<file path="src/rtl/core_pkg.sv">
`default_nettype none

package core_pkg;

  localparam int xlen = 64;

  typedef logic [xlen-1:0] reg_t;
  typedef logic [31:0] inst_t;
  typedef logic [4:0] reg_addr_t;

  // ld_none marks an instruction that reads no memory
  typedef enum logic [2:0] {
    ld_none = 3'd0,
    lb      = 3'd1,
    lh      = 3'd2,
    lw      = 3'd3,
    ld      = 3'd4,
    lbu     = 3'd5,
    lhu     = 3'd6,
    lwu     = 3'd7
  } load_op_e;

  typedef enum logic [2:0] {
    st_none = 3'd0,
    sb      = 3'd1,
    sh      = 3'd2,
    sw      = 3'd3,
    sd      = 3'd4
  } store_op_e;

endpackage

`default_nettype wire

</file>
<file path="src/rtl/bus_pkg.sv">
`default_nettype none

package bus_pkg;

  typedef logic [63:0] addr_t;
  typedef logic [7:0] byte_mask_t;

  // bytes per access: 1, 2, 4, 8
  typedef enum logic [1:0] {
    size_b = 2'd0,
    size_h = 2'd1,
    size_w = 2'd2,
    size_d = 2'd3
  } size_e;

  // ram depth in 64-bit words
  localparam int ram_words = 256;
  localparam int ram_index_bits = 8;

endpackage

`default_nettype wire

</file>
<file path="src/rtl/bus_arbiter.sv">
`timescale 1ns/1ps
`default_nettype none

module bus_arbiter import core_pkg::*, bus_pkg::*; (
  input  logic  clk,
  input  logic  rst,
  input  logic  d_valid,
  output logic  d_ready,
  input  logic  d_write,
  input  addr_t d_addr,
  input  size_e d_size,
  input  reg_t  d_wdata,
  output reg_t  d_rdata,
  input  logic  i_valid,
  output logic  i_ready,
  input  addr_t i_addr,
  output reg_t  i_rdata,
  output logic  ram_valid,
  input  logic  ram_ready,
  output logic  ram_write,
  output addr_t ram_addr,
  output size_e ram_size,
  output reg_t  ram_wdata,
  input  reg_t  ram_rdata
);

  logic busy_r;
  logic grant_r;
  logic last_r;
  logic pick;
  logic grant;
  logic handshake;

  // grant 1 is the fetch port
  // fetch wins a tie only when data was served last
  assign pick  = i_valid && (!d_valid || !last_r);
  assign grant = busy_r ? grant_r : pick;

  assign ram_valid = grant ? i_valid : d_valid;
  assign ram_write = grant ? 1'b0 : d_write;
  assign ram_addr  = grant ? i_addr : d_addr;
  assign ram_size  = grant ? size_w : d_size;
  assign ram_wdata = grant ? '0 : d_wdata;

  assign d_ready = !grant && ram_ready;
  assign i_ready = grant && ram_ready;
  assign d_rdata = grant ? '0 : ram_rdata;
  assign i_rdata = grant ? ram_rdata : '0;

  assign handshake = ram_valid && ram_ready;

  always_ff @(posedge clk) begin
    if (rst) begin
      busy_r  <= 1'b0;
      grant_r <= 1'b0;
      last_r  <= 1'b0;
    end else if (handshake) begin
      busy_r <= 1'b0;
      last_r <= grant;
    end else if (ram_valid) begin
      // hold this port until its transfer completes
      busy_r  <= 1'b1;
      grant_r <= grant;
    end
  end

  // a waiting transfer keeps its port until ready
  grant_hold_a: assert property (@(posedge clk) disable iff (rst)
    ram_valid && !ram_ready |=> grant == $past(grant));

endmodule

`default_nettype wire

</file>
<file path="config.mk">
export PLATFORM = sky130hd
export DESIGN_NAME = bus_arbiter
export DESIGN_NICKNAME = d
export VERILOG_FILES = /design/src/rtl/core_pkg.sv /design/src/rtl/bus_pkg.sv /design/src/rtl/bus_arbiter.sv
export SDC_FILE = /design/constraint.sdc
export NUM_CORES = 1
export LEC_CHECK = 0
export BUFFER_PORTS_ARGS = -buffer_cell sky130_fd_sc_hd__buf_4
export CELL_PAD_IN_SITES_DETAIL_PLACEMENT = 1
export CELL_PAD_IN_SITES_GLOBAL_PLACEMENT = 2
export CORE_AREA = 5 5 203 205
export DETAILED_ROUTE_END_ITERATION = 7
export DIE_AREA = 0 0 208 210
export MAX_ROUTING_LAYER = met4
export PLACE_DENSITY_LB_ADDON = 0.05
export SYNTH_ARGS = -nofsm -noshare
export SYNTH_HDL_FRONTEND = slang
export SYNTH_SLANG_ARGS = --single-unit
</file>
<file path="constraint.sdc">
create_clock -name clk -period 2.5 [get_ports clk]
set_input_delay 0.125 -clock clk [delete_from_list [all_inputs] [get_ports clk]]
set_output_delay 0.125 -clock clk [all_outputs]
set_load 0.01 [all_outputs]
</file>
==> results.md <==
- Total core area: 39280 um2
- Number of buffers inserted by hold repair at cts: 0
- Ant. Diodes: 0
- Final Max Slew Viols: 0
- # IOs: 526
- Post_cts resized: 0
- Least-Margin Pin Slew: 323.5 ps
- Pin count of the biggest net entering global routing: 82
- Share of post-route cells with drive strength above 1: 73.53%
- Total Routing Usage GR: 10.34%
- Fillers: 4737
- Largest cells by area after synthesis: and2_1 (36%), mux2_2 (32%), nor2b_1 (18%)
- Synth-to-Final Area Change: 203.3%
- Syn avg cell area: 7.381 um2
- GP Congestion: 0.8046
- Vias in the first global route: 4768
- PortBufs: 525
- Min-Delay Path Class: primary input to flop
- Initial antenna violation count: 0
- Minimum clock period: 2167 ps
- Max stage delay on crit path: 420 ps
- Die Width: 208 um
- Num CTS Buffers: 3
- CTS Sinks: 3
- Synth cell count leaders: and2_1 (131), nor2b_1 (66), mux2_2 (64), buf_2 (21), buf_4 (7)
- Critical path arrival: 2040 ps
- Reg power frac: 2.9%
- DP HPWL: 22.36 mm
- Cell internal pwr: 1186 uW
- Number of synthesized flops with an enable pin: 0
- Fin area: 6895 um2
- Synth Register Bits: 3
- VDD IR max: 134.3 uV
- Vias per cell: 3.121
- Reg2Reg Setup Slack: 1570 ps
- Sw Share: 37.88%
- YS warnings: 0
- CP max FO: 37
- Die height: 210 um
- Clk_lat worst skew: 220 ps
- Fin. Hold Viols: 0
- CP bufs+invs: 3
- Critical Path, Cell by Cell: nor2b_1, a22oi_2, buf_12, buf_12, mux2_2, buf_4
- Clock transition at the registers of the reported paths: 30 ps
- Total number of vias: 4185
- Syn nets: 572
- Max cap viols: 0
- Cells after synthesis: 308
- Cell mode on critical path: buf_12
- Fin crit share: 86.68%
- Initial DRC count: 94
- Root Buffer: clkbuf_16
- Sequential share of the synthesized area: 2.642%
- WL final: 24.14 mm
- Remaining global-route overflow: 0
- Req. time, crit path: 2380 ps
- Max stage delay cell, worst path: dfxtp_1
- Classification of the worst setup path: flop to primary output
- Placed Area: 6817 um2
- Comb pwr share: 83.7%
- Count of cell types in the netlist: 18
- Final core occ: 17.56%
- Mapped Area: 2273 um2
- Tot Pwr: 1910 uW
- Global-route wire length before repair: 33.15 mm
- Synth top area share: 36.05%
- CTS tree: done
- Postcts setup bufs: 0
- Worst setup margin: 333.0 ps
- Wire per inst: 18.00 um
- Area of the multi-input gates: 2052 um2
- Clock buffer depth: 2
- Crit. End Element: primary output
- RSZ-0062 raised after global routing: false
- Leading area contributor after synthesis: and2_1
- H-tree depth: 1
- Synth async-reset ratio: 0%
- Number of remaining DRC errors: 0
- 1st-pass router iterations: 4
- Die ar.: 43680 um2
- Worst Skew: 0.2009 ps
- Setup TNS: 0 ps
- Synth Flop Type: dfxtp_1
- CP top delay family: buffers and inverters
- Upper clock frequency limit: 461.5 MHz
- Status: complete, no violations
- Clk pwr share: 13.4%
- Register Area: 60.06 um2
- Pwr per Cell Area: 277.0 nW/um2
- Sw power: 723.5 uW
- Static Leakage: 0.003458 uW
- Fin nets: 1081
- Critical path launch point type: flop
- Top-count cell post-synth: and2_1
- Slew HR: 78.44%
- Place WS: 515.6 ps
- Final setup viols: 0
- ANT nets after route: 0
- Site row count: 73
- Initial Util: 5.788%
-- state kept, by name, summed over array words and instances, names as in the netlist --
register and count:
busy_r 1, grant_r 1, last_r 1
-- logic make-up after synthesis --
logic type / synth area share [%]
compound gates: 3.138
buf+inv: 7.099
flops: 2.642
mux: 31.70
simple gates: 55.42
-- power by group through the flow --
stage          registers (uW)  clock network, uW  logic [uW]
2_1_floorplan            55.6                  0         621
3_3_place_gp             56.1                  0        1650
3_5_place_dp             56.6                  0        1650
4_1_cts                  56.0                259        1650
5_1_grt                  56.6                263        1730
6_report                 55.9                256        1600
-- layout make-up --
cell class | count | area share (%)
Inverter | 1 | 0.05444
Tap cell | 525 | 9.526
Multi-Input combinational cell | 276 | 29.76
Clock buffer | 4 | 1.143
Sequential cell | 3 | 0.8710
Timing Repair Buffer | 532 | 58.65
-- through the flow --
| stage | instances | hold slack (ps) |
|---|---|---|
| 2_1_floorplan | 308 | 194.1 |
| 3_3_place_gp | 1337 | 309.5 |
| 3_5_place_dp | 1337 | 315.9 |
| 4_1_cts | 1341 | 81.56 |
| 5_1_grt | 1341 | 92.81 |
| 6_report | 1341 | 86.49 |
-- path summary, 6_finish.rpt --
path                        start             endpoint  depth (start not counted)
max reg2reg  grant_r$_SDFFE_PP0P_  last_r$_SDFFE_PP0P_                          3
min                           rst  busy_r$_SDFFE_PP0P_                          2
max           busy_r$_SDFFE_PP0P_         ram_addr[52]                          6
min reg2reg   last_r$_SDFFE_PP0P_  last_r$_SDFFE_PP0P_                          2
-- metal layers --
layer / track usage, % / share of wire, % / vias to the layer above
li1: - / - / 1996
met1: 9.260 / 32 / 1888
met2: 20.88 / 57 / 291
met3: 4.033 / 11 / 10
met4: 1.495 / 1.1 / 0
met5: - / 0 / -
-- placed cells by master, fill, tap and decap left out, types with 2 or more instances in the layout --
cell type	Yosys	routed
a21oi_1	3	3
and2_1	131	131
nor2b_1	66	66
buf_4	7	528
dfxtp_1	3	3
buf_12	0	4
nand2b_1	2	2
mux2_2	64	64
clkbuf_16	0	3
nand2_1	2	2
Note: power is estimated with default switching activity, not from simulation.
