==> src/rtl/core_pkg.sv <==
`default_nettype none

package core_pkg;

  localparam int xlen = 64;

  typedef logic [xlen-1:0] reg_t;
  typedef logic [31:0] inst_t;
  typedef logic [4:0] reg_addr_t;

  // ld_none marks an instruction that reads no memory
  typedef enum logic [2:0] {
    ld_none = 3'd0,
    lb      = 3'd1,
    lh      = 3'd2,
    lw      = 3'd3,
    ld      = 3'd4,
    lbu     = 3'd5,
    lhu     = 3'd6,
    lwu     = 3'd7
  } load_op_e;

  typedef enum logic [2:0] {
    st_none = 3'd0,
    sb      = 3'd1,
    sh      = 3'd2,
    sw      = 3'd3,
    sd      = 3'd4
  } store_op_e;

endpackage

`default_nettype wire

==> src/rtl/bus_pkg.sv <==
`default_nettype none

package bus_pkg;

  typedef logic [63:0] addr_t;
  typedef logic [7:0] byte_mask_t;

  // bytes per access: 1, 2, 4, 8
  typedef enum logic [1:0] {
    size_b = 2'd0,
    size_h = 2'd1,
    size_w = 2'd2,
    size_d = 2'd3
  } size_e;

  // ram depth in 64-bit words
  localparam int ram_words = 256;
  localparam int ram_index_bits = 8;

endpackage

`default_nettype wire

==> src/rtl/fetch_unit.sv <==
`timescale 1ns/1ps
`default_nettype none

module fetch_unit import core_pkg::*, bus_pkg::*; (
  input  logic  clk,
  input  logic  rst,
  input  logic  redirect_valid,
  input  addr_t redirect_pc,
  output logic  inst_valid,
  input  logic  inst_allowin,
  output addr_t inst_pc,
  output inst_t inst,
  output logic  bus_valid,
  input  logic  bus_ready,
  output addr_t bus_addr,
  input  reg_t  bus_rdata
);

  addr_t pc_r;
  addr_t req_pc_r;
  logic  pend_r;
  logic  drop_r;
  logic  issue;
  logic  handshake;

  // start a read only when the output slot is free by the handshake
  assign issue     = !pend_r && !redirect_valid && (!inst_valid || inst_allowin);
  assign bus_valid = pend_r || issue;
  assign bus_addr  = pend_r ? req_pc_r : pc_r;
  assign handshake = bus_valid && bus_ready;

  always_ff @(posedge clk) begin
    if (rst) begin
      pc_r       <= '0;
      pend_r     <= 1'b0;
      drop_r     <= 1'b0;
      inst_valid <= 1'b0;
    end else begin
      if (handshake) begin
        pend_r <= 1'b0;
        drop_r <= 1'b0;
      end else if (issue) begin
        pend_r <= 1'b1;
      end else if (redirect_valid && pend_r) begin
        drop_r <= 1'b1;
      end

      if (redirect_valid) begin
        pc_r       <= redirect_pc;
        inst_valid <= 1'b0;
      end else if (handshake && !drop_r) begin
        pc_r       <= bus_addr + 64'd4;
        inst_valid <= 1'b1;
      end else if (inst_allowin) begin
        inst_valid <= 1'b0;
      end
    end
  end

  always_ff @(posedge clk) begin
    if (issue) begin
      req_pc_r <= pc_r;
    end
    if (handshake && !drop_r) begin
      inst_pc <= bus_addr;
      inst    <= bus_rdata[31:0];
    end
  end

endmodule

`default_nettype wire

==> config.mk <==
export PLATFORM = sky130hd
export DESIGN_NAME = fetch_unit
export DESIGN_NICKNAME = d
export VERILOG_FILES = /design/src/rtl/core_pkg.sv /design/src/rtl/bus_pkg.sv /design/src/rtl/fetch_unit.sv
export SDC_FILE = /design/constraint.sdc
export NUM_CORES = 1
export LEC_CHECK = 0
export BUFFER_PORTS_ARGS = -buffer_cell sky130_fd_sc_hd__buf_4
export CORE_MARGIN = 2
export CORE_UTILIZATION = 25
export CTS_BUF_LIST = sky130_fd_sc_hd__clkbuf_16
export DETAILED_ROUTE_END_ITERATION = 12
export SETUP_SLACK_MARGIN = 0.15
export SYNTH_ARGS = -nofsm -noshare
export SYNTH_HDL_FRONTEND = slang
export SYNTH_SLANG_ARGS = --single-unit
==> constraint.sdc <==
create_clock -name clk -period 6.7 [get_ports clk]
set_input_delay 1.005 -clock clk [delete_from_list [all_inputs] [get_ports clk]]
set_output_delay 1.005 -clock clk [all_outputs]
set_load 0.05 [all_outputs]
==> results.py <==
metrics = {
    "power": {
        "vdd_ir_drop_max_mv": 0.240,
        "power.internal_uw": 2740,
        "seqPwrFrac": 0.432,
        "cellPowerDensity_mw_per_mm2": 280,
        "p_comb_frac": 0.177,
        "p_leak_uw": 0.00526,
        "p_sw_uw": 1180,
        "clockPowerShare": 0.391,
        "switching_share": 0.300,
        "fin_total_pwr_uw": 3910,
    },
    "routing": {
        "dr.pass1.iters": 5,
        "vias": 8673,
        "top_layer": "met5",
        "wirelength_mm": 34.7,
        "dr_wl_met3_mm": 2.09,
        "met2WireLength_mm": 15.3,
        "drt-vias-per-instance": 5.01,
        "wl_met1_mm": 16.1,
        "wl_per_cell_um": 20.0,
        "postRouteAntennaNets": 0,
        "drt_iter0_markers": 629,
        "drc_errors": 0,
    },
    "setup_path": {
        "endpoint": "pc_r[57]$_SDFFE_PP0P_",
        "rr_endpoint": "pc_r[57]$_SDFFE_PP0P_",
        "crit_arrival_ps": 4750,
        "rr_worst_depth": 7,
        "rr_startpoint": "pend_r$_SDFFE_PP0P_",
        "crit_path_end_kind": "register",
        "cp-start-kind": "register",
        "r2r_setup_slack_ps": 2420,
        "crit_required_ps": 7170,
        "crit_path_start": "pend_r$_SDFFE_PP0P_",
        "criticalPathCategory": "reg2reg",
        "worstPathMaxFanout": 67,
    },
    "clocking": {
        "numCtsBuffers": 29,
        "post_cts_buffers": 0,
        "cts_resized": 0,
        "clk_pin_slew_ps": 60,
        "cts_tree": "yes",
        "holdBufCountCts": 0,
        "root_buffer": "clkbuf_16",
        "insertion_delay_ps": 570,
        "htreeDepth": 1,
        "clockBufferDepth": 3,
        "clock-sinks": 227,
    },
    "placed_design": {
        "hpwlAfterDp_mm": 23.9,
        "place_congestion": 0.844,
        "port_buffers": 262,
    },
    "grt": {
        "grt_antenna_before_repair": 1,
        "grt_pass1_wl_mm": 50.7,
        "grt_max_degree": 78,
        "grt_pass1_vias": 8250,
        "gr-total-overflow": 0,
        "grt_use_total": 0.150,
    },
    "final_layout": {
        "fillers": 4246,
        "layout-drive-gt1-share": 0.310,
        "nNetsFinal": 1304,
        "antenna_cells": 0,
        "area_growth_pct": 32.6,
        "final_util": 0.334,
    },
    "sta": {
        "tightest_slew_ps": 1230,
        "slew_viol_final": 0,
        "finalCritPeriodShare": 0.639,
        "fin_skew_ps": 22.4,
        "period_needed_ps": 4280,
        "rsz0062_at_grt": "no",
        "slew_headroom": 0.171,
        "timing.fmax_ghz": 0.234,
        "hold_viol_final": 0,
        "finalSetupViolCount": 0,
        "totalNegativeSetupSlack_ps": 0,
    },
    "synth": {
        "ys_warn_count": 0,
        "ys.flop_type": "edfxtp_1",
        "synth_edf_count": 160,
        "synth.yosys.seq_area_share": 0.584,
        "netlist_instances": 920,
        "ys_seq_elements": 227,
        "syn-num-nets": 1054,
        "synth_area_per_cell_um2": 11.4,
        "synth_async_sr_flop_share": 0,
        "syn-cell-area_mm2": 0.0105,
        "synth_cell_types": 58,
    },
    "floorplanning": {
        "core_area_mm2": 0.0418,
        "rows": 75,
        "ios": 295,
        "fp.dieW_um": 209,
        "die_h_um": 209,
        "die_area_mm2": 0.0438,
        "start_util": 0.252,
    },
    "hold_path": {
        "hold_class": "reg2reg",
    },
    "status": {
        "status": "finished clean",
    },
    "run": {
        "drv_cap": 0,
    },
}
state kept, by name (all words and copies together), names as in the netlist:
name and cells:
inst_valid 1, inst 32, inst_pc 64, req_pc_r 64
drop_r 1, pend_r 1, pc_r 64
worst max-delay path, stage by stage (launching register included):
cell	delay (ps)
dfxtp_4	800
buf_4	560
nand4_1	180
a222oi_1	820
nand2_2	320
nor4_1	910
a41oi_1	240
o32ai_1	310
logic make-up (layout without fill, tap and decap cells):
kind of cell | Yosys count | after routing | share of synthesized area
AOI/OAI and AO/OA | 177 | 177 | 0.113
buffers and inverters | 89 | 361 | 0.0360
adders and majority gates | 1 | 1 | 0.00119
xor gates and xnor gates | 42 | 42 | 0.0349
and+or+nand+nor | 319 | 319 | 0.165
DFF | 227 | 227 | 0.584
muxes | 65 | 65 | 0.0670
stage by stage:
stage | std cells | worst slack, ps | instance area (um2) | hold slack, ps
5_1_grt | 1731 | 2210 | 14000 | 470
3_5_place_dp | 1678 | 2550 | 13000 | 440
6_report | 1731 | 2420 | 14000 | 455
2_1_floorplan | 920 | 1370 | 10500 | 418
4_1_cts | 1731 | 2530 | 14000 | 454
3_3_place_gp | 1678 | 2670 | 13000 | 431
layer usage:
layer,vias up,global-route usage
li1,4059,-
met1,4233,0.208
met2,315,0.232
met3,64,0.0293
met4,2,0.0547
met5,-,0
cells in the final DEF (no fill, tap or decap), types with 7 or more instances in the layout:
master       n
buf_4      273
edfxtp_1   160
nand2_1     68
dfxtp_1     66
a21oi_1     57
nand3_1     45
mux2_2      44
and3_1      38
inv_1       37
nor2_1      37
xnor2_1     37
nand4_1     31
clkbuf_16   29
nor3_1      26
o22ai_1     23
mux2i_1     21
nand3b_1    20
nor4_1      17
nand4b_1    12
a31oi_1     12
a22oi_1     11
a211oi_1     9
a221oi_1     9
o21ai_0      8
a311oi_1     8
o32ai_1      8
a2111oi_0    7
clkinv_1     7
cells in the mapped netlist, drive strengths merged, types with 2 or more instances:
master     n  area, um2
edfxtp   160       4800
nand2     69        262
dfxtp     67       1340
a21oi     58        294
nand3     45        225
mux2      44        495
clkbuf    41        154
and3      38        238
nor2      37        139
xnor2     37        324
inv       35        131
nand4     31        194
nor3      27        135
o22ai     23        144
mux2i     21        210
nand3b    20        150
nor4      18        128
buf       13       93.8
a31oi     12       75.1
nand4b    12        105
a22oi     11       82.6
a211oi     9       67.6
a221oi     9       78.8
o21ai      9       45.0
a2111oi    8       70.1
a311oi     8       70.1
o32ai      8       70.1
and4       5       43.8
nand2b     5       31.3
xor2       5       43.8
a222oi     4       40.0
and2       4       25.0
a21boi     3       22.5
nor2b      3       18.8
o211ai     3       22.5
o21a       2       15.0
o31a       2       17.5
o31ai      2       15.0
worst min path at each step:
stage / depth (start not counted) / start / end
2_1_floorplan: 0 / pc_r[58]$_SDFFE_PP0P_ / req_pc_r[58]$_DFFE_PP_
3_3_place_gp: 0 / pc_r[63]$_SDFFE_PP0P_ / req_pc_r[63]$_DFFE_PP_
3_5_place_dp: 0 / pc_r[58]$_SDFFE_PP0P_ / req_pc_r[58]$_DFFE_PP_
4_1_cts: 0 / pc_r[58]$_SDFFE_PP0P_ / req_pc_r[58]$_DFFE_PP_
5_1_grt: 0 / pc_r[62]$_SDFFE_PP0P_ / req_pc_r[62]$_DFFE_PP_
6_report: 0 / pc_r[58]$_SDFFE_PP0P_ / req_pc_r[58]$_DFFE_PP_
area by class of cell:
type                       instances  area (um2)  area share
clock buffer                      29         726      0.0520
timing repair buffer             273        2050       0.147
inverter                          35         136     0.00977
sequential                       227        6150       0.440
multi-input combinational        604        4030       0.288
tap                              539         674      0.0483
clock inverter                    24         201      0.0144
power groups by stage:
stage	registers (uW)	clock network (uW)	logic (uW)
floorplan	1820	0	345
global placement	1710	0	693
detailed placement	1720	0	698
CTS	1690	1570	699
global route	1700	1620	730
finish	1690	1530	693
Power figures use the tool's default switching activity.
