==> config.mk <==
export PLATFORM = sky130hd
export DESIGN_NAME = mem_stage
export DESIGN_NICKNAME = d
export VERILOG_FILES = /design/src/rtl/core_pkg.sv /design/src/rtl/bus_pkg.sv /design/src/rtl/mem_stage.sv
export SDC_FILE = /design/constraint.sdc
export NUM_CORES = 1
export LEC_CHECK = 0
export ABC_AREA = 1
export CAP_MARGIN = 0
export CORE_AREA = 3 3 239 241
export DETAILED_ROUTE_END_ITERATION = 7
export DIE_AREA = 0 0 242 244
export DONT_BUFFER_PORTS = 1
export GPL_TIMING_DRIVEN = 0
export PLACE_DENSITY = 0.38
export SLEW_MARGIN = 20
export SYNTH_ARGS = -nofsm -noshare
export SYNTH_HDL_FRONTEND = slang
export SYNTH_SLANG_ARGS = --single-unit
==> constraint.sdc <==
create_clock -name clk -period 11.7 [get_ports clk]
set_input_delay 1.17 -clock clk [delete_from_list [all_inputs] [get_ports clk]]
set_output_delay 1.17 -clock clk [all_outputs]
set_load 0.01 [all_outputs]
==> src/rtl/core_pkg.sv <==
`default_nettype none

package core_pkg;

  localparam int xlen = 64;

  typedef logic [xlen-1:0] reg_t;
  typedef logic [31:0] inst_t;
  typedef logic [4:0] reg_addr_t;

  // ld_none marks an instruction that reads no memory
  typedef enum logic [2:0] {
    ld_none = 3'd0,
    lb      = 3'd1,
    lh      = 3'd2,
    lw      = 3'd3,
    ld      = 3'd4,
    lbu     = 3'd5,
    lhu     = 3'd6,
    lwu     = 3'd7
  } load_op_e;

  typedef enum logic [2:0] {
    st_none = 3'd0,
    sb      = 3'd1,
    sh      = 3'd2,
    sw      = 3'd3,
    sd      = 3'd4
  } store_op_e;

endpackage

`default_nettype wire

==> src/rtl/bus_pkg.sv <==
`default_nettype none

package bus_pkg;

  typedef logic [63:0] addr_t;
  typedef logic [7:0] byte_mask_t;

  // bytes per access: 1, 2, 4, 8
  typedef enum logic [1:0] {
    size_b = 2'd0,
    size_h = 2'd1,
    size_w = 2'd2,
    size_d = 2'd3
  } size_e;

  // ram depth in 64-bit words
  localparam int ram_words = 256;
  localparam int ram_index_bits = 8;

endpackage

`default_nettype wire

==> src/rtl/mem_stage.sv <==
`timescale 1ns/1ps
`default_nettype none

module mem_stage import core_pkg::*, bus_pkg::*; (
  input  logic      clk,
  input  logic      rst,
  input  logic      ex_valid,
  input  addr_t     ex_pc,
  input  load_op_e  ex_load_op,
  input  store_op_e ex_store_op,
  input  reg_t      ex_result,
  input  reg_t      ex_store_data,
  input  reg_addr_t ex_rd,
  input  logic      ex_rd_we,
  output logic      mem_allowin,
  output logic      wb_valid,
  input  logic      wb_allowin,
  output addr_t     wb_pc,
  output reg_addr_t wb_rd,
  output logic      wb_rd_we,
  output reg_t      wb_data,
  output reg_addr_t fwd_rd,
  output logic      fwd_we,
  output logic      fwd_ready,
  output reg_t      fwd_data,
  output logic      bus_valid,
  input  logic      bus_ready,
  output logic      bus_write,
  output addr_t     bus_addr,
  output size_e     bus_size,
  output reg_t      bus_wdata,
  input  reg_t      bus_rdata
);

  typedef enum logic [1:0] {idle, addr, retn} state_e;

  state_e    state, state_nxt;
  logic      mem_valid;
  load_op_e  load_op_r;
  store_op_e store_op_r;
  addr_t     pc_r;
  reg_t      result_r;
  reg_t      store_data_r;
  reg_addr_t rd_r;
  logic      rd_we_r;
  reg_t      load_data_r;
  logic      accept;
  logic      ex_is_mem;
  logic      is_load;
  logic      is_mem;
  logic      ready_go;
  logic      handshake;

  assign accept    = ex_valid && mem_allowin;
  assign ex_is_mem = (ex_load_op != ld_none) || (ex_store_op != st_none);
  assign is_load   = load_op_r != ld_none;
  assign is_mem    = is_load || (store_op_r != st_none);
  assign handshake = bus_valid && bus_ready;

  // plain alu results pass straight through
  assign ready_go    = !is_mem || (state == retn);
  assign mem_allowin = !mem_valid || (ready_go && wb_allowin);
  assign wb_valid    = mem_valid && ready_go;

  always_ff @(posedge clk) begin
    if (rst) begin
      mem_valid  <= 1'b0;
      state      <= idle;
      load_op_r  <= ld_none;
      store_op_r <= st_none;
    end else begin
      state <= state_nxt;
      if (mem_allowin) begin
        mem_valid <= ex_valid;
      end
      if (accept) begin
        load_op_r  <= ex_load_op;
        store_op_r <= ex_store_op;
      end
    end
  end

  always_ff @(posedge clk) begin
    if (accept) begin
      pc_r         <= ex_pc;
      result_r     <= ex_result;
      store_data_r <= ex_store_data;
      rd_r         <= ex_rd;
      rd_we_r      <= ex_rd_we;
    end
  end

  always_comb begin
    state_nxt = state;
    case (state)
      idle: if (accept && ex_is_mem) state_nxt = addr;
      addr: if (handshake) state_nxt = retn;
      retn: begin
        if (accept) begin
          state_nxt = ex_is_mem ? addr : idle;
        end else if (wb_allowin) begin
          state_nxt = idle;
        end
      end
      default: state_nxt = idle;
    endcase
  end

  assign bus_valid = state == addr;
  assign bus_write = store_op_r != st_none;
  assign bus_addr  = result_r;

  always_comb begin
    if (load_op_r == lb || load_op_r == lbu || store_op_r == sb) begin
      bus_size = size_b;
    end else if (load_op_r == lh || load_op_r == lhu || store_op_r == sh) begin
      bus_size = size_h;
    end else if (load_op_r == lw || load_op_r == lwu || store_op_r == sw) begin
      bus_size = size_w;
    end else begin
      bus_size = size_d;
    end
  end

  // only the stored width leaves the stage
  always_comb begin
    case (store_op_r)
      sb:      bus_wdata = {56'b0, store_data_r[7:0]};
      sh:      bus_wdata = {48'b0, store_data_r[15:0]};
      sw:      bus_wdata = {32'b0, store_data_r[31:0]};
      default: bus_wdata = store_data_r;
    endcase
  end

  // ram returns the addressed bytes low-aligned
  always_ff @(posedge clk) begin
    if (handshake) begin
      case (load_op_r)
        lb:      load_data_r <= {{56{bus_rdata[7]}}, bus_rdata[7:0]};
        lh:      load_data_r <= {{48{bus_rdata[15]}}, bus_rdata[15:0]};
        lw:      load_data_r <= {{32{bus_rdata[31]}}, bus_rdata[31:0]};
        lbu:     load_data_r <= {56'b0, bus_rdata[7:0]};
        lhu:     load_data_r <= {48'b0, bus_rdata[15:0]};
        lwu:     load_data_r <= {32'b0, bus_rdata[31:0]};
        default: load_data_r <= bus_rdata;
      endcase
    end
  end

  assign wb_pc    = pc_r;
  assign wb_rd    = rd_r;
  assign wb_rd_we = rd_we_r;
  assign wb_data  = is_load ? load_data_r : result_r;

  assign fwd_rd    = rd_r;
  assign fwd_we    = mem_valid && rd_we_r;
  assign fwd_data  = wb_data;
  // a load forwards nothing until its data is back
  assign fwd_ready = !(mem_valid && is_load) || (state == retn);

  bus_hold_a: assert property (@(posedge clk) disable iff (rst)
    bus_valid && !bus_ready |=> bus_valid &&
      $stable({bus_write, bus_addr, bus_size, bus_wdata}));

  wb_rise_a: assert property (@(posedge clk) disable iff (rst)
    $rose(wb_valid) |-> $past(accept) || $past(handshake));

endmodule

`default_nettype wire

==> results.sh, run 1 <==
export IMPL_outcome="complete, no violations"
export IMPL_cp_max_fo=10
export IMPL_first_global_vias=6862
export IMPL_cp_data_arrival_time_ns=2.54
export IMPL_wl_per_cell_um=20.9
export IMPL_hold_path_class="reg -> reg"
export IMPL_synthToLayoutAreaGrowth_pct=21.2
export IMPL_drtIter0Drc=274
export IMPL_max_slew_margin_pct=49.7
export IMPL_stdcell_count=1709
export IMPL_cts_tree="done"
export IMPL_h_tree_depth=2
export IMPL_ant_nets=0
export IMPL_die_y_um=244
export IMPL_synth_seq_cells=271
export IMPL_final_cell_mix="285 x nand2_1, 262 x edfxtp_1, 77 x inv_1, 77 x buf_4, 67 x nor2_1"
export IMPL_cts_resized=0
export IMPL_syn_area_mm2=0.0109
export IMPL_viasPerCell=3.75
export IMPL_start_util_pct=19.7
export IMPL_fin_crit_sh_pct=31.7
export IMPL_num_rows=86
export IMPL_cts_sinks=271
export IMPL_crit_type="reg -> out"
export IMPL_fin_crit_ns=3.71
export IMPL_setup_viol_count_final=0
export IMPL_final_common_cell="nand2_1"
export IMPL_fill_cells=5898
export IMPL_critPathLaunchType="flip-flop"
export IMPL_num_vias=6410
export IMPL_finalClockSkew_ns=0.0217
export IMPL_hold_buffers=0
export IMPL_cts_setup_buffers=0
export IMPL_grt_max_degree=25
export IMPL_synth_cells=886
export IMPL_yosysUniqueCellTypes=27
export IMPL_core_area_mm2=0.0551
export IMPL_grt_overflow_total=0
export IMPL_root_buffer="clkbuf_16"
export IMPL_cap_violations=0
export IMPL_final_hold_viol_count=0
export IMPL_ir_drop_uv=113
export IMPL_p_total_w=0.00252
export IMPL_place_gp_congestion=0.822
export IMPL_tns_ns=0
export IMPL_final_layout_size_suffix_gt1_share_pct=19.0
export IMPL_routed_wirelength_um=35700
export IMPL_route_detailed_drc=0
export IMPL_crit_required_ns=10.53
export IMPL_clock_path_buffers=3
export IMPL_die_area_mm2=0.0590
export IMPL_numPlacedInstances=1647
export IMPL_clkLatencyLatePin_ns=0.52
export IMPL_antenna_found_initial=8
export IMPL_grt_usage_pct=11.6
export IMPL_grt_pass1_wl_um=49700
export IMPL_yosys_warnings=0
export IMPL_path_clk_slew_ns=0.06
export IMPL_worstSetupEndpointType="output pin"
export IMPL_port_buffers=0
export IMPL_rsz0062_at_grt="no"
export IMPL_io_pins=612
export IMPL_ys_seq_area_share_pct=74.0
export IMPL_synth_fp_nets=1159
export IMPL_slew_viol_final=0
export IMPL_die_x_um=242
export IMPL_p_leak_nw=5.27
export IMPL_firstDrtPassIters=4
export IMPL_finalNetCount=1208
export IMPL_fmax_ghz=0.269
export IMPL_powerDensity_mw_per_mm2=191
export IMPL_numCtsBuffers=34
export IMPL_dp_hpwl_um=28400
export IMPL_post_synth_cell_area_avg_um2=12.3
export IMPL_worst_pin_slew_ns=0.754
==> logic make-up (layout without fill, tap and decap cells) <==
family | after synthesis | after routing | share of synthesized area, %
buffers and inverters | 191 | 263 | 9.80
AND/OR/NAND/NOR | 378 | 378 | 13.8
flip-flops | 271 | 271 | 74.0
AO/OA/AOI/OAI | 46 | 46 | 2.45
other | 0 | 3 | 0
==> where the power goes <==
group | switching, W | leakage, nW | internal, W
registers | 0.0000481 | 2.56 | 0.00115
clock network | 0.000400 | 0.491 | 0.000567
logic | 0.000246 | 2.22 | 0.000114
==> metal layers <==
| layer | vias up | part of all wire [%] | track usage [%] |
|---|---|---|---|
| li1 | 2944 | - | - |
| met1 | 2999 | 34 | 11.7 |
| met2 | 386 | 51 | 20.6 |
| met3 | 71 | 10 | 5.47 |
| met4 | 10 | 3.7 | 4.74 |
| met5 | - | 0.22 | 0 |
==> cell type report <==
cell class / instances / area (µm²) / share of cell area (%)
Sequential cell: 271 / 8050 / 61.0
Multi-Input combinational cell: 424 / 1780 / 13.5
Tap cell: 748 / 936 / 7.10
Clock buffer: 41 / 898 / 6.81
Buffer: 107 / 751 / 5.69
Timing Repair Buffer: 13 / 335 / 2.54
Inverter: 84 / 315 / 2.39
Clock inverter: 18 / 113 / 0.854
Antenna cell: 3 / 7.51 / 0.0569
==> final timing paths <==
path / start / to / slack, ns / cells past startpoint
max: load_op_r[0]$_SDFFE_PP0P_ / wb_data[27] / 7.99 / 8
min: store_op_r[1]$_SDFFE_PP0P_ / store_op_r[1]$_SDFFE_PP0P_ / 0.56 / 2
max reg2reg: load_op_r[0]$_SDFFE_PP0P_ / bus_addr[51]$_DFFE_PP_ / 9.02 / 10
min reg2reg: store_op_r[1]$_SDFFE_PP0P_ / store_op_r[1]$_SDFFE_PP0P_ / 0.56 / 2
==> cells in the mapped netlist, drive strengths merged <==
master / number / area share, %
edfxtp: 262 / 72
clkbuf: 10 / 0.35
a211oi: 1 / 0.069
a211o: 1 / 0.081
o21ai: 30 / 1.4
nand3b: 1 / 0.10
nand2: 291 / 10
dfxtp: 9 / 1.7
buf: 97 / 6.6
o31ai: 2 / 0.14
nor2: 72 / 2.7
o21a: 1 / 0.069
nor3: 3 / 0.14
nand3: 11 / 0.60
a21oi: 11 / 0.71
inv: 84 / 2.9
==> through the flow <==
step / area [µm²] / hold slack [ns] / setup slack, ns / util (%)
after detailed placement: 12200 / 0.548 / 8.42 / 22.1
final: 13200 / 0.559 / 7.99 / 23.9
after CTS: 13200 / 0.556 / 7.83 / 23.9
after global routing: 13200 / 0.589 / 7.74 / 23.9
after floorplan: 10900 / 0.495 / 4.25 / -
after global placement: 11800 / 0.547 / 1.30 / 21.5
==> registers in the layout (all words and copies together), names as in the netlist <==
name	flops
fwd_rd	5
store_op_r	3
state	2
mem_valid	1
load_op_r	3
wb_rd_we	1
wb_pc	64
bus_addr	64
store_data_r	64
load_data_r	64
==> worst max-delay path, cell delays in order, from the launching register on <==
cell     delay, ns
dfxtp_1       0.40
inv_2         0.17
nand2_2       0.09
nor2_4        0.15
buf_2         0.39
buf_2         0.32
nand2_1       0.08
nand2_1       0.22
buf_4         0.18
Power figures use the tool's default switching activity.
==> inputs of run 2 (changes only) <==
Settings changed: PLACE_DENSITY 0.38 to 0.37.
Clock period 11.7 ns to 3.8 ns, I/O delays scaled along.
==> run 2 against run 1 <==
Non-clock buffer count grew 257. Cell area grew 19%. Combinational power increased to 3.7 times the previous value. Utilization grew 4.6 points. Worst setup slack got worse by 7.2 ns. Die area did not move. Count of clock-buffer cells in the layout increased by 2. Clock skew grew 0.0017 ns. Clock power rose to 3.0 times the previous value. Global-route usage is 0.38 points higher. Cell count grew 15%. Via count grew 15%. Largest power group unchanged.
==> results.sh, run 2 (synthesis results as in run 1) <==
export IMPL_outcome="complete, no violations"
export IMPL_core_area_mm2=0.0551
export IMPL_die_area_mm2=0.0590
export IMPL_slew_viol_final=0
export IMPL_grt_overflow_total=0
export IMPL_fmax_ghz=0.337
export IMPL_die_x_um=242
export IMPL_crit_required_ns=3.42
export IMPL_fin_crit_ns=2.97
export IMPL_fin_crit_sh_pct=78.2
export IMPL_endpoint="wb_data[31]"
export IMPL_routed_wirelength_um=37400
export IMPL_num_rows=86
export IMPL_r2r_start="load_op_r[0]$_SDFFE_PP0P_"
export IMPL_rsz0062_at_grt="no"
export IMPL_numCtsBuffers=31
export IMPL_path_clk_slew_ns=0.06
export IMPL_die_y_um=244
export IMPL_grt_usage_pct=12.0
export IMPL_place_gp_congestion=0.820
export IMPL_cts_resized=0
export IMPL_first_global_vias=8016
export IMPL_grt_pass1_wl_um=53300
export IMPL_hold_path_class="in -> reg"
export IMPL_final_layout_size_suffix_gt1_share_pct=15.3
export IMPL_max_slew_margin_pct=52.2
export IMPL_ant_nets=0
export IMPL_h_tree_depth=1
export IMPL_final_common_cell="nand2_1"
export IMPL_drtIter0Drc=251
export IMPL_worstSetupEndpointType="output pin"
export IMPL_viasPerCell=3.77
export IMPL_num_vias=7398
export IMPL_cap_violations=0
export IMPL_synthToLayoutAreaGrowth_pct=44.7
export IMPL_finalClockSkew_ns=0.0234
export IMPL_hold_ws_ns=0.0544
export IMPL_port_buffers=0
export IMPL_start_util_pct=19.7
export IMPL_reg2reg_slack_ns=0.88
export IMPL_clock_path_buffers=3
export IMPL_firstDrtPassIters=4
export IMPL_ir_drop_uv=343
export IMPL_finalNetCount=1462
export IMPL_dp_hpwl_um=28500
export IMPL_final_hold_viol_count=0
export IMPL_p_total_w=0.00794
export IMPL_root_buffer="clkbuf_16"
export IMPL_worst_pin_slew_ns=0.714
export IMPL_clkLatencyLatePin_ns=0.59
export IMPL_route_detailed_drc=0
export IMPL_final_cell_mix="284 x nand2_1, 262 x edfxtp_1, 257 x dlygate4sd3_1, 77 x inv_1, 77 x buf_4"
export IMPL_cp_data_arrival_time_ns=2.59
export IMPL_rr_endpoint="bus_addr[30]$_DFFE_PP_"
export IMPL_io_pins=612
export IMPL_p_leak_nw=6.34
export IMPL_startpoint="load_op_r[2]$_SDFFE_PP0P_"
export IMPL_cp_max_fo=10
export IMPL_hold_path_cell_count=2
export IMPL_crit_type="reg -> out"
export IMPL_setup_viol_count_final=0
export IMPL_cts_tree="done"
export IMPL_cts_sinks=271
export IMPL_grt_max_degree=26
export IMPL_reg2reg_depth=12
export IMPL_antenna_found_initial=7
export IMPL_powerDensity_mw_per_mm2=504
export IMPL_wl_per_cell_um=19.1
export IMPL_critPathLaunchType="flip-flop"
-- run 2: cell count changes in the layout (fill, tap and decap cells not counted), moves of 2 or more --
cell,before,now
clkbuf_1,16,20
clkbuf_16,35,31
clkbuf_8,0,2
clkinv_1,9,3
clkinvlp_4,2,0
dfxtp_1,9,7
dfxtp_2,0,2
dlygate4sd3_1,0,257
-- run 2: worst min path at each step --
stage                     slack [ns]                   endpoint          start
after global routing            0.03  load_data_r[21]$_DFFE_PP_  bus_rdata[21]
after detailed placement        0.45     mem_valid$_SDFFE_PP0N_            rst
final                           0.05  load_data_r[14]$_DFFE_PP_  bus_rdata[14]
after CTS                      0.001  load_data_r[21]$_DFFE_PP_  bus_rdata[21]
after global placement          0.45      state[0]$_SDFFE_PP0P_            rst
after floorplan                 0.45     mem_valid$_SDFFE_PP0N_            rst
-- run 2: metrics by stage --
| stage | cells | worst slack (ns) | util [%] | TNS [ns] | instance area [µm²] |
|---|---|---|---|---|---|
| 5_1_grt | 1961 | 0.592 | 28.6 | 0 | 15700 |
| 3_5_place_dp | 1647 | 0.838 | 22.1 | 0 | 12200 |
| 4_1_cts | 1961 | 0.601 | 28.6 | 0 | 15700 |
| 2_1_floorplan | 886 | -0.667 | - | -132.12 | 10900 |
| 3_3_place_gp | 1634 | -2.61 | 21.5 | -555.65 | 11800 |
| 6_report | 1964 | 0.829 | 28.6 | 0 | 15700 |
-- run 2: what timing repair did --
action / CTS / global route
endpoints found under the hold margin: 258 / 0
hold buffers: 257 / 0
buffers inserted: 0 / 0
-- run 2: worst max-delay path, cell delays in order, from the launching register on --
cell and delay [ns]:
dfxtp_1 0.62, nor2_4 0.11, inv_2 0.07, buf_2 0.36, buf_2 0.32, nand2_1 0.10
nand2_1 0.24, buf_4 0.18
-- run 2: layout make-up --
| type | count | area [µm²] |
|---|---|---|
| Clock buffer | 43 | 841 |
| Multi-Input combinational cell | 424 | 1790 |
| Tap cell | 748 | 936 |
| Inverter | 84 | 315 |
| Timing Repair Buffer | 270 | 2920 |
| Buffer | 107 | 751 |
| Fill cell | 5720 | 39300 |
| Antenna cell | 3 | 7.51 |
| Clock inverter | 14 | 139 |
| Sequential cell | 271 | 8050 |
-- run 2: routing by layer --
layer	global-route usage, %	share of wire (%)	wire length [µm]	vias to the layer above
met2	21.5	51	19000	398
met1	12.7	35	13300	3467
li1	-	-	-	3455
met3	4.50	9.3	3470	70
met5	0	0.15	55	-
met4	4.79	4.3	1610	8
-- run 2: power by group --
group	internal, W	switching [W]
clock	0.00168	0.00124
sequential	0.00353	0.000151
combinational	0.000527	0.000815
==> inputs of run 3 (changes only) <==
Settings changed: PLACE_DENSITY 0.37 to 0.38.
Clock period 3.8 ns to 2.6 ns, I/O delays scaled along.
==> run 3 against run 2 <==
Die area stayed put. Global-route usage is 0.29 points higher. Cell area is 2.6% higher. First-iteration DRC count is 21% higher. Hold slack better by 0.0084 ns. Clock skew is 0.0038 ns higher.
==> results.sh, run 3 (synthesis results as in run 1) <==
export IMPL_outcome="complete, no violations"
export IMPL_r2r_start="load_op_r[1]$_SDFFE_PP0P_"
export IMPL_synthToLayoutAreaGrowth_pct=48.4
export IMPL_cts_tree="done"
export IMPL_root_buffer="clkbuf_16"
export IMPL_cp_max_fo=10
export IMPL_start_util_pct=19.7
export IMPL_grt_usage_pct=12.3
export IMPL_powerDensity_mw_per_mm2=751
export IMPL_fin_crit_ns=2.41
export IMPL_path_clk_slew_ns=0.06
export IMPL_slew_viol_final=0
export IMPL_h_tree_depth=2
export IMPL_crit_required_ns=2.34
export IMPL_critPathLaunchType="flip-flop"
export IMPL_hold_path_class="in -> reg"
export IMPL_num_rows=86
export IMPL_port_buffers=0
export IMPL_place_gp_congestion=0.811
export IMPL_worstSetupEndpointType="output pin"
export IMPL_final_common_cell="nand2_1"
export IMPL_die_x_um=242
export IMPL_stdcell_count=1987
export IMPL_cap_violations=0
export IMPL_cts_sinks=271
export IMPL_die_y_um=244
export IMPL_num_vias=7582
export IMPL_crit_type="reg -> out"
export IMPL_numPlacedInstances=1647
export IMPL_antenna_found_initial=4
export IMPL_wl_per_cell_um=19.2
export IMPL_ant_nets=0
export IMPL_io_pins=612
export IMPL_die_area_mm2=0.0590
export IMPL_dp_hpwl_um=28800
export IMPL_p_total_w=0.0121
export IMPL_startpoint="load_op_r[1]$_SDFFE_PP0P_"
export IMPL_first_global_vias=8225
export IMPL_clock_path_buffers=3
export IMPL_fmax_ghz=0.415
export IMPL_fin_crit_sh_pct=92.7
export IMPL_dpl_cell_area_mm2=0.0122
export IMPL_reg2reg_depth=11
export IMPL_finalClockSkew_ns=0.0272
export IMPL_final_hold_viol_count=0
export IMPL_ir_drop_uv=544
export IMPL_hold_path_cell_count=2
export IMPL_p_leak_nw=6.52
export IMPL_grt_pass1_wl_um=54000
export IMPL_grt_max_degree=27
export IMPL_grt_overflow_total=0
export IMPL_final_layout_size_suffix_gt1_share_pct=16.8
export IMPL_hp_start="bus_rdata[15]"
export IMPL_final_cell_mix="280 x nand2_1, 271 x dlygate4sd3_1, 262 x edfxtp_1, 94 x buf_4, 77 x inv_1"
export IMPL_route_detailed_drc=0
export IMPL_clkLatencyLatePin_ns=0.54
export IMPL_numCtsBuffers=34
export IMPL_firstDrtPassIters=4
export IMPL_hold_ws_ns=0.0628
export IMPL_fill_cells=5671
export IMPL_final_area_mm2=0.0161
export IMPL_max_slew_margin_pct=49.3
export IMPL_core_area_mm2=0.0551
export IMPL_setup_viol_count_final=0
export IMPL_viasPerCell=3.82
export IMPL_drtIter0Drc=304
export IMPL_cp_data_arrival_time_ns=2.15
export IMPL_routed_wirelength_um=38200
export IMPL_worst_pin_slew_ns=0.760
export IMPL_finalNetCount=1491
export IMPL_rsz0062_at_grt="yes"
run 3: changes by cell type in the layout (fill, tap and decap cells not counted), sizes merged:
cell / previous run / this run
clkinvlp: 0 / 1
bufinv: 2 / 4
dlygate4sd3: 257 / 271
clkinv: 10 / 11
buf: 110 / 118
clkbuf: 53 / 51
diode: 3 / 2
run 3: final timing paths:
check	end	slack, ns
worst max-delay path	wb_data[29]	0.19
worst max register to register	bus_addr[29]$_DFFE_PP_	0.20
worst min register to register	store_op_r[1]$_SDFFE_PP0P_	0.55
worst min-delay path	load_data_r[15]$_DFFE_PP_	0.06
run 3: power by group:
part           internal, W  switching, W
Combinational     0.000826       0.00121
Sequential         0.00516      0.000219
Clock              0.00285       0.00186
Total              0.00883       0.00329
run 3: through the flow:
step                      setup slack [ns]  TNS, ns  utilization (%)
after floorplan                      -1.87  -369.72                -
after global placement               -3.75  -773.12             21.5
after detailed placement            -0.120    -4.05             22.1
after CTS                           0.0123        0             29.1
after global routing              -0.00632  -0.0771             29.3
final                                0.191        0             29.3
run 3: routing by layer:
layer / wire length, µm / track usage [%] / part of all wire [%] / vias to the layer above
li1: - / - / - / 3504
met4: 1660 / 5.80 / 4.3 / 4
met5: 23 / 0 / 0.060 / -
met3: 3130 / 4.54 / 8.2 / 77
met1: 14000 / 13.2 / 37 / 3612
met2: 19400 / 21.5 / 51 / 385
run 3: what timing repair did:
item | 4_1_cts | 5_1_grt
gates cloned | 0 | 1
hold endpoints to repair | 268 | 1
pin swaps | 1 | 2
hold buffers | 270 | 1
setup buffers | 2 | 9
endpoints found under the setup margin | 178 | 67
resized for setup | 16 | 10
run 3: final cells by class:
class	count	area, µm²	area share [%]
Antenna cell	2	5.00	0.0310
Buffer	107	790	4.89
Multi-Input combinational cell	424	1810	11.2
Timing Repair Buffer	296	3140	19.4
Inverter	84	318	1.97
Clock inverter	18	213	1.32
Tap cell	748	936	5.80
Sequential cell	271	8050	49.9
Clock buffer	37	883	5.47
run 3: critical path: stages (launching register included):
cell and delay [ns]:
dfxtp_4 0.39, inv_2 0.08, nand2_2 0.07, nor2_4 0.19, inv_2 0.06, buf_6 0.17
clkbuf_4 0.20, nand2_1 0.07, nand2_1 0.17, buf_4 0.20
